`src/hw/ppu_obj_pkg.sv`:
```
package ppu_obj_pkg;

  localparam int SCREEN_W    = 160;
  localparam int OAM_ENTRIES = 40;

  // colour 0 is transparent
  typedef logic [1:0] color_id_t;

  // attr bits: 7 bg priority, 6 y-flip, 5 x-flip, 4 palette
  typedef struct packed {
    logic [7:0] y_pos;
    logic [7:0] x_pos;
    logic [7:0] tile_idx;
    logic [7:0] attr;
    logic       valid;
  } obj_entry_t;

  typedef struct packed {
    color_id_t  color;
    logic       palette;
    logic       bg_prio;
    logic [5:0] oam_idx;
  } obj_pixel_t;

  typedef struct packed {
    logic [7:0] ly;
    // set for 8x16 objects
    logic       tall;
  } line_cfg_t;

  typedef struct packed {
    logic [5:0] idx;
    obj_entry_t entry;
  } oam_wr_t;

  // addr is an offset from 0x8000
  typedef struct packed {
    logic [12:0] addr;
    logic [7:0]  data;
  } tile_wr_t;

  typedef enum logic [1:0] {LINE_IDLE, LINE_SCAN, LINE_DRAW} line_state_t;

  typedef enum logic [1:0] {FETCH_IDLE, FETCH_LOW, FETCH_HIGH, FETCH_PUSH} fetch_state_t;

endpackage

```
`src/hw/oam_scan.sv`:
```
`timescale 1ns/100ps

module oam_scan #(
  parameter int MAX_SPRITES = 10
) (
  input  logic                    clk,
  input  logic                    reset,
  input  logic                    oam_wr_en,
  input  ppu_obj_pkg::oam_wr_t    oam_wr,
  input  logic                    scan_start,
  input  ppu_obj_pkg::line_cfg_t  line_cfg,
  output ppu_obj_pkg::obj_entry_t sprite_buf [MAX_SPRITES],
  output logic [5:0]              sprite_oam_idx [MAX_SPRITES],
  output ppu_obj_pkg::line_cfg_t  scan_cfg,
  output logic                    scan_done
);

  localparam int CNT_W = $clog2(MAX_SPRITES + 1);

  ppu_obj_pkg::obj_entry_t oam [ppu_obj_pkg::OAM_ENTRIES];
  logic [ppu_obj_pkg::OAM_ENTRIES-1:0] oam_valid;

  ppu_obj_pkg::obj_entry_t buf_entry [MAX_SPRITES];
  logic [MAX_SPRITES-1:0]  buf_valid;

  logic             scanning;
  logic [5:0]       scan_idx;
  logic [CNT_W-1:0] fill_cnt;
  logic             wr_ok;
  logic             take;
  ppu_obj_pkg::obj_entry_t cand;
  logic [8:0]       ly16;
  logic [8:0]       y_end;
  logic             hit;

  // OAM is frozen while the scan walks it
  assign wr_ok = oam_wr_en && !scanning && (oam_wr.idx < 6'(ppu_obj_pkg::OAM_ENTRIES));

  // line test on ly+16 so no negative y is needed
  always_comb begin
    cand  = oam[scan_idx];
    ly16  = {1'b0, scan_cfg.ly} + 9'd16;
    y_end = {1'b0, cand.y_pos} + (scan_cfg.tall ? 9'd16 : 9'd8);
    hit   = oam_valid[scan_idx] && (ly16 >= {1'b0, cand.y_pos}) && (ly16 < y_end) &&
            (cand.x_pos >= 8'd8) && (cand.x_pos < 8'd168);
  end

  assign take = scanning && hit && (fill_cnt < CNT_W'(MAX_SPRITES));

  always_ff @(posedge clk) begin
    if (wr_ok) begin
      oam[oam_wr.idx] <= oam_wr.entry;
    end
    if (scan_start) begin
      scan_cfg <= line_cfg;
    end
    if (take) begin
      buf_entry[fill_cnt]      <= cand;
      sprite_oam_idx[fill_cnt] <= scan_idx;
    end
  end

  always_ff @(posedge clk or posedge reset) begin
    if (reset) begin
      oam_valid <= '0;
      scanning  <= 1'b0;
      scan_idx  <= '0;
      fill_cnt  <= '0;
      buf_valid <= '0;
      scan_done <= 1'b0;
    end else begin
      scan_done <= 1'b0;
      if (wr_ok) begin
        oam_valid[oam_wr.idx] <= oam_wr.entry.valid;
      end
      if (scan_start) begin
        scanning  <= 1'b1;
        scan_idx  <= '0;
        fill_cnt  <= '0;
        buf_valid <= '0;
      end else if (scanning) begin
        if (take) begin
          buf_valid[fill_cnt] <= 1'b1;
          fill_cnt            <= fill_cnt + 1'b1;
        end
        if (scan_idx == 6'(ppu_obj_pkg::OAM_ENTRIES - 1)) begin
          scanning  <= 1'b0;
          scan_done <= 1'b1;
        end else begin
          scan_idx <= scan_idx + 6'd1;
        end
      end
    end
  end

  always_comb begin
    for (int i = 0; i < MAX_SPRITES; i++) begin
      sprite_buf[i]       = buf_entry[i];
      sprite_buf[i].valid = buf_valid[i];
    end
  end

endmodule

```
`config.mk`:
```
export PLATFORM = sky130hd
export DESIGN_NAME = oam_scan
export DESIGN_NICKNAME = d
export VERILOG_FILES = /design/src/hw/ppu_obj_pkg.sv /design/src/hw/oam_scan.sv
export SDC_FILE = /design/constraint.sdc
export NUM_CORES = 1
export LEC_CHECK = 0
export BUFFER_PORTS_ARGS = -buffer_cell sky130_fd_sc_hd__buf_2
export CAP_MARGIN = 20
export CORE_MARGIN = 1.5
export CORE_UTILIZATION = 25
export DETAILED_ROUTE_END_ITERATION = 8
export PLACE_DENSITY = 0.4
export SETUP_SLACK_MARGIN = 0.15
export SLEW_MARGIN = 15
export SYNTH_ARGS = -nofsm -noshare
export SYNTH_HDL_FRONTEND = slang
export SYNTH_SLANG_ARGS = --single-unit
```
`constraint.sdc`:
```
create_clock -name clk -period 6.4 [get_ports clk]
set_input_delay 0.32 -clock clk [delete_from_list [all_inputs] [get_ports clk]]
set_output_delay 0.32 -clock clk [all_outputs]
set_load 0.01 [all_outputs]
```
# == Word-level counts from Yosys, hierarchy flattened ==
# Memory sizes are Yosys's and may differ from the RTL's.
# Index checks and enable logic that the tools add are counted.
# word_totals
n_memories,2
regBits,131
word_cells,87
ramBits,1650
# memory_table
name,depth,width,read_ports,rd_ports_with_merged_regs,write_ports,line_no,rtl
oam,40,33,1,0,1,oam_scan.sv:20,ppu_obj_pkg::obj_entry_t oam [ppu_obj_pkg::OAM_ENTRIES];
buf_entry,10,33,10,0,1,oam_scan.sv:23,ppu_obj_pkg::obj_entry_t buf_entry [MAX_SPRITES];
# classes
n_lt_le_gt_ge,13
mux,30
bitwise_logic,2
n_addsub,4
reduce_logical,16
n_eq_ne,2
# ops
cell,n
$bwmux 60,1
$bwmux 40,1
$mux 10,3
$demux 6 s4,1
$mux 6,4
$lt 6x7->1 const B,2
$mux 1,13
$mux 4,3
$logic_and 1x1->1,11
$or 10x10->10,1
$add 8x5->9,1
$add 8x5->9 const B,1
$ge 9x8->1,1
$lt 9x9->1,1
$ge 8x4->1 const B,1
$lt 8x8->1 const B,1
$add 6x1->6 const B,1
$bmux 1 s6,1
$demux 1 s6,1
$eq 6x6->1 const B,1
$ge 6x1->1 const B,1
$lt 6x6->1 const B,1
$ge 5x5->1 const B,1
$lt 4x5->1 const B,1
other kinds (11),13

# == Depth between registers and ports, before layout ==
# Gate-level depths: netlist of the first run.
# logic_depth
ltp_word,11
depth_mapped,26
depth_no_buf,19

# == Least setup slack after synthesis of the first run ==
# Ideal clock, no wire load.
# synth_timing
path_kind,reg2reg
from,register scan_idx[0]
to,"memory buf_entry[8][10] (netlist name), enable pin"
n_path_buf,7
setup_slack_ps,-476
synth_period_minus_slack_ps,6876
t_arrival_ps,6460
stages_incl_launch_ff,25
path_cell_list,dfrtp_1 > buf_6 > buf_6 > buf_4 > buf_4 > buf_4 > buf_4 > buf_4 > mux2i_1 > o221ai_1 > o22ai_1 > a21oi_1 > a211oi_1 > a31o_2 > inv_1 > ha_1 > a21oi_1 > nor2_1 > xnor2_1 > ha_1 > a2111oi_0 > a211oi_1 > a2111o_1 > a311o_2 > nor4_4
# synth_lines
element,line_no,rtl
start: declaration,oam_scan.sv:27,logic [5:0] scan_idx;
start signal: assignment,oam_scan.sv:90,scan_idx <= scan_idx + 6'd1;
end: declaration,oam_scan.sv:23,

# == Worst setup path after layout of the first run ==
# layout_timing
from,register scan_idx[0]
to,"memory buf_entry[6][16] (netlist name), enable pin"
# layout_between
elab_chain_len,10
elab_cells_between_ends,16
# layout_lines
element,line_no,rtl
$mem_v2 40x33 / $bmux 1 s6 (equally long branches),n/a,
$add 8x5->9 (tied with other cells),oam_scan.sv:43,"y_end = {1'b0, cand.y_pos} + (scan_cfg.tall ? 9'd16 : 9'd8);"
$lt 9x9->1 / $logic_and 1x1->1 (equally long branches),oam_scan.sv:44,"hit = oam_valid[scan_idx] && (ly16 >= {1'b0, cand.y_pos}) && (ly16 < y_end) &&"
$logic_and 1x1->1 (2 in series),oam_scan.sv:44,
$logic_and 1x1->1 *,oam_scan.sv:45,(cand.x_pos >= 8'd8) && (cand.x_pos < 8'd168);
$logic_and 1x1->1 * (2 in series),oam_scan.sv:48,assign take = scanning && hit && (fill_cnt < CNT_W'(MAX_SPRITES));
$mux 1 *,oam_scan.sv:57,if (take) begin
$mux 1 (implied by the code) *,oam_scan.sv:58,buf_entry[fill_cnt] <= cand;
# Every way passes the cells marked *; elsewhere a longest branch is shown, timed or not. The select of a mux whose other input is x is not followed.

==> impl_metrics.env, run 1 <==
export IMPL_worst_path_max_fanout=39
export IMPL_status="finished clean"
export IMPL_gp_congestion=0.732
export IMPL_synth_cell_type_count=65
export IMPL_synth_async_reset_ratio=0.0358
export IMPL_syn_inst=2965
export IMPL_die_area_mm2=0.260
export IMPL_timing_fmax_mhz=172
export IMPL_routed_wl_met3_um=12800
export IMPL_synth_flop_cell="edfxtp_1"
export IMPL_grt_pass1_wl_um=271000
export IMPL_wl_met2_um=95700
export IMPL_required_ps=6880
export IMPL_finalWorstSetupSlack_ps=587
export IMPL_die_w_um=510
export IMPL_drive_gt1_frac=0.323
export IMPL_ys_ff_latch=1731
export IMPL_drc=0
export IMPL_yosys_area_top_type_share=0.780
export IMPL_drv_slew=0
export IMPL_p_leak_nw=25.1
export IMPL_arrival_ps=6290
export IMPL_wl_per_cell_um=27.8
export IMPL_first_global_vias=32900
export IMPL_path_delay_family="compound AO/OA/AOI/OAI gates"
export IMPL_grtUsageTotal=0.149
export IMPL_crit_type="reg2reg"
export IMPL_clock_sinks=1731
export IMPL_cts_inserted_buffers=181
export IMPL_avgSynthCellArea_um2=21.7
export IMPL_path_clk_slew_ps=60
export IMPL_drt_iter0_markers=2729
export IMPL_min_period_over_period=0.908
export IMPL_cap_viol_max_count=0
export IMPL_setup_viol=0
export IMPL_synthesis_area_mm2=0.0643
export IMPL_rsz0062_at_grt="false"
export IMPL_htreeDepth=4
export IMPL_final_common_cell="edfxtp_1"
export IMPL_clk_latency_ps=830
export IMPL_final_cells=7124
export IMPL_portBuffers=451
export IMPL_peakVddDrop_v=0.000288
export IMPL_final_cell_mix="edfxtp_1, buf_2, mux4_2"
export IMPL_syn_nets=3040
export IMPL_hold_viol=0
export IMPL_placed_cells=6782
export IMPL_top_layer="met5"
export IMPL_cp_slowest_cell="dfrtp_4"
export IMPL_antenna_found_initial=28
export IMPL_cts_root_buf="clkbuf_16"
export IMPL_dpl_hpwl_um=117000
export IMPL_core_area_mm2=0.255
export IMPL_cpPeakStageDelay_ps=940
export IMPL_clockBufferDepth=3
export IMPL_grt_max_degree=78
export IMPL_cp_num_buf_inv=2
export IMPL_start_util=0.252
export IMPL_wl_met1_um=85300
export IMPL_post_cts_buffers=0
export IMPL_p_total_mw=24.0
export IMPL_fp_row_count=185
export IMPL_cts_tree="built"
export IMPL_crit_path_cell_trace="buf_4, mux4_2, o22ai_1, a21oi_1, a211oi_1, a31o_2, ha_1, o2111ai_1, o21ai_0, a211oi_1, a2111o_1, a311o_2, nor2_2, and3_2, buf_12"
export IMPL_tightest_slew_ps=1130
export IMPL_clock_skew_ps=37.2
export IMPL_worstSetupEndpointType="register"
export IMPL_fp_dieH_um=510
export IMPL_antenna_violating_nets_post_route=0
export IMPL_drt_pass1_iterations=7
export IMPL_viasPerCell=4.53
export IMPL_grt_overflow=0
export IMPL_synthTopCellsByArea="edfxtp_1, mux4_2, mux2i_1"
export IMPL_routed_wl_um=198000
export IMPL_hold_path_class="in2reg"
export IMPL_io_pins=452
export IMPL_worstSetupStartpointType="register"
export IMPL_vias=32200
export IMPL_yosys_warnings=0
export IMPL_area_growth_pct=20.7
export IMPL_yosys_area_top_type="edfxtp_1"
export IMPL_synth_edff_count=1669
export IMPL_power_density_mw_per_mm2=310
export IMPL_slew_limit_headroom=0.245
export IMPL_crit_path_frequent_cell="a211oi_1"
export IMPL_synth_seq_area_share=0.804
export IMPL_fin_crit_ps=5810
export IMPL_fin_tns_setup_ps=0
export IMPL_final_nets=3685
export IMPL_pre_cts_ws_ps=412
## final timing paths
kind	from	endpoint	slack, ps	cells after the start
max	scan_idx[0]	buf_entry[6][16]	590	15
min	scan_start	buf_valid[7]	70	2
max reg2reg	scan_idx[0]	buf_entry[6][16]	590	15
min reg2reg	buf_valid[8]	buf_valid[8]	490	1
max in group asynchronous	reset	scan_idx[3]	5300	4
min in group asynchronous	reset	oam_valid[34]	330	4
## flip-flops by register name, indices dropped and copies added, names as in the netlist
name,count
oam,1280
buf_entry,320
sprite_oam_idx,60
oam_valid,40
buf_valid,10
scan_cfg,9
scan_idx,6
fill_cnt,4
scan_done,1
scanning,1
## per-layer routing
metal	up-vias	track usage
li1	13700	-
met1	17200	0.194
met2	1020	0.249
met3	272	0.0351
met4	24	0.0386
met5	-	0
## synth_stat cells (all sizes together), types with 6 or more instances
master and instances:
a22oi 6, xnor2 6, a211oi 59, nor2b 12, a21oi 50, and3 9, buf 74, o21ai 7
mux2 47, o221ai 96, nand2 75, mux4 238, mux2i 229, ha 22, nand3 14, nor2 72
nor3 6, o22ai 50, clkbuf 69, edfxtp 1669, dfrtp 62, inv 21
## metrics by stage
| stage | cell area, µm² | hold WS [ps] | utilization |
|---|---|---|---|
| finish | 77600 | 71.9 | 0.304 |
| global route | 77600 | 69.2 | 0.304 |
| CTS | 77500 | 5.01 | 0.304 |
| detailed placement | 71800 | 486 | 0.282 |
| global placement | 71700 | 475 | 0.281 |
| floorplan | 64400 | 419 | - |
## area by class of cell
cell class | count | area [µm²]
Fill cell | 24700 | 177000
Sequential cell | 1731 | 51700
Tap cell | 3366 | 4210
Clock inverter | 102 | 916
Antenna cell | 8 | 20.0
Timing Repair Buffer | 605 | 3660
Inverter | 22 | 87.6
Multi-Input combinational cell | 1069 | 12200
Clock buffer | 221 | 4750
## power by group
part           internal, mW  total (mW)  leakage [nW]  switching, mW
clock network          5.73        10.2          2.76           4.45
logic                 0.480        1.33          6.47          0.850
registers              12.5        12.5          15.9         0.0251
total                  18.7        24.0          25.1           5.33
## logic make-up (layout without fill, tap and decap cells)
| kind of cell | count (synthesis) | in the layout | share of synthesized area |
|---|---|---|---|
| xor+xnor | 9 | 9 | 0.00123 |
| flops | 1731 | 1731 | 0.804 |
| other cells | 0 | 8 | 0 |
| mux | 514 | 514 | 0.127 |
| compound gates | 306 | 306 | 0.0353 |
| fa+ha+maj | 23 | 23 | 0.00459 |
| simple gates | 217 | 217 | 0.0160 |
| buf+inv | 165 | 950 | 0.0119 |
## timing repair
action | CTS | global route
hold buffers | 10 | 0
hold endpoints to repair | 71 | 0
endpoints found under the setup margin | 0 | 61
resized for setup | 0 | 1
(Power assumes the default switching activity.)
==> run 2: changes to the inputs <==
--- a/config.mk
+++ b/config.mk
@@ -7,6 +7,7 @@
 export LEC_CHECK = 0
 export BUFFER_PORTS_ARGS = -buffer_cell sky130_fd_sc_hd__buf_2
 export CAP_MARGIN = 20
+export CORE_ASPECT_RATIO = 0.9
 export CORE_MARGIN = 1.5
 export CORE_UTILIZATION = 25
 export DETAILED_ROUTE_END_ITERATION = 8
==> impl_metrics.env, run 2 (synthesis results as in run 1) <==
export IMPL_dpl_hpwl_um=118000
export IMPL_clock_sinks=1731
export IMPL_cts_root_buf="clkbuf_16"
export IMPL_clock_skew_ps=74.3
export IMPL_drt_pass1_iterations=7
export IMPL_fin_crit_ps=6020
export IMPL_placed_area_mm2=0.0717
export IMPL_drc=0
export IMPL_largestRegisters="oam x1280, buf_entry x320, sprite_oam_idx x60"
export IMPL_worstSetupStartpointType="register"
export IMPL_grt_max_degree=116
export IMPL_fp_row_count=176
export IMPL_grt_pass1_wl_um=270000
export IMPL_antenna_found_initial=36
export IMPL_first_global_vias=32400
export IMPL_final_nets=3679
export IMPL_start_util=0.251
export IMPL_min_period_over_period=0.940
export IMPL_fin_area_mm2=0.0781
export IMPL_peakVddDrop_v=0.000223
export IMPL_fill_cells=24800
export IMPL_drive_gt1_frac=0.325
export IMPL_clockBufferDepth=3
export IMPL_largest_reg_flops=1280
export IMPL_drt_iter0_markers=2684
export IMPL_grt_overflow=0
export IMPL_rsz0062_at_grt="false"
export IMPL_whs_path_depth=1
export IMPL_gp_congestion=0.721
export IMPL_setup_viol=0
export IMPL_top_register="oam"
export IMPL_r2r_end="buf_entry[2][4]"
export IMPL_routed_wl_um=198000
export IMPL_hold_end="oam[36][16]"
export IMPL_timing_fmax_mhz=166
export IMPL_status="finished clean"
export IMPL_ff2ff_setup_slack_ps=380
export IMPL_die_w_um=538
export IMPL_antenna_violating_nets_post_route=0
export IMPL_arrival_ps=6520
export IMPL_power_density_mw_per_mm2=318
export IMPL_hold_viol=0
export IMPL_tightest_slew_ps=1080
export IMPL_p_leak_nw=25.3
export IMPL_hold_path_class="in2reg"
export IMPL_core_area_mm2=0.256
export IMPL_cap_viol_max_count=0
export IMPL_grtUsageTotal=0.148
export IMPL_vias=32400
export IMPL_r2r_cells=19
export IMPL_htreeDepth=4
export IMPL_cts_tree="built"
export IMPL_path_clk_slew_ps=60
export IMPL_drv_slew=0
export IMPL_fp_dieH_um=484
export IMPL_io_pins=452
export IMPL_final_cell_mix="edfxtp_1, buf_2, mux4_2"
export IMPL_worst_path_max_fanout=38
export IMPL_worstSetupEndpointType="register"
export IMPL_portBuffers=451
export IMPL_required_ps=6900
export IMPL_die_area_mm2=0.260
export IMPL_r2r_start="scan_idx[0]"
export IMPL_slew_limit_headroom=0.277
export IMPL_regArea_mm2=0.0517
export IMPL_fin_tns_setup_ps=0
export IMPL_finalCoreUtilization=0.306
export IMPL_final_common_cell="edfxtp_1"
export IMPL_wl_per_cell_um=27.6
export IMPL_cts_inserted_buffers=189
export IMPL_crit_type="reg2reg"
export IMPL_multi_input_area_mm2=0.0122
export IMPL_viasPerCell=4.53
export IMPL_clk_latency_ps=850
export IMPL_hp_start="oam_wr[16]"
export IMPL_area_growth_pct=21.5
## run 2: cell types whose count changed in the layout (fill, tap and decap cells not counted), moves of 3 or more
cell / change
buf_4: -15
bufinv_16: +9
clkbuf_1: +3
clkbuf_16: +6
clkinv_16: +7
clkinv_4: +4
clkinv_8: -4
clkinvlp_4: +5
## run 2: routing by layer
| layer | GRT usage | part of all wire | up-vias |
|---|---|---|---|
| met3 | 0.0296 | 0.058 | 261 |
| li1 | - | - | 13700 |
| met1 | 0.212 | 0.47 | 17300 |
| met5 | 0 | 0.0010 | - |
| met4 | 0.0361 | 0.022 | 32 |
| met2 | 0.230 | 0.45 | 1110 |
## run 2: cell type report
type	count	area share
repair buffers	591	0.0454
inverters	22	0.00112
diodes	7	0.000224
well taps	3382	0.0542
multi-input cells	1069	0.157
flip-flops and latches	1731	0.662
clock inverters	124	0.0180
clock buffers	229	0.0627
## run 2: metrics by stage
step           hold WS, ps  setup WS, ps  total power, mW  std cells
2_1_floorplan          419           137             13.5       2965
3_3_place_gp           484           468             14.1       6782
3_5_place_dp           493           420             14.1       6784
4_1_cts               18.6           425             25.2       7148
5_1_grt               67.3           166             25.7       7149
6_report              67.7           383             24.9       7155
## run 2: how the worst max path moves through the flow
stage	from	to	slack, ps
CTS	scan_idx[1]	buf_entry[2][4]	430
global route	scan_idx[1]	buf_entry[2][4]	170
floorplan	scan_idx[0]	buf_entry[8][10]	140
global placement	scan_idx[0]	buf_entry[2][6]	470
detailed placement	scan_idx[1]	buf_entry[2][6]	420
finish	scan_idx[0]	buf_entry[2][4]	380
## run 2: where the power goes
group	total (mW)	internal [mW]	switching [mW]
clock network	11.0	6.32	4.67
registers	12.5	12.5	0.0221
logic	1.34	0.477	0.865
total	24.9	19.3	5.56
## run 2: worst max-delay path: stages (launching register included)
cell and delay (ps):
dfrtp_4 470, buf_12 230, mux4_2 540, o22ai_1 160, a21oi_1 90, a211oi_1 590
a31o_2 360, inv_4 130, ha_4 290, a21oi_2 50, nor2_1 170, xnor2_1 150
ha_1 290, a2111oi_2 400, a211oi_1 140, a2111o_1 360, a311o_2 430, nor2_2 250
and3_2 250, buf_12 270
## run 2: what timing repair did
item,in CTS,in global routing
endpoints found under the setup margin,0,0
gates resized for setup,0,0
hold buffers,11,0
setup buffers,0,0
hold endpoints to repair,75,0
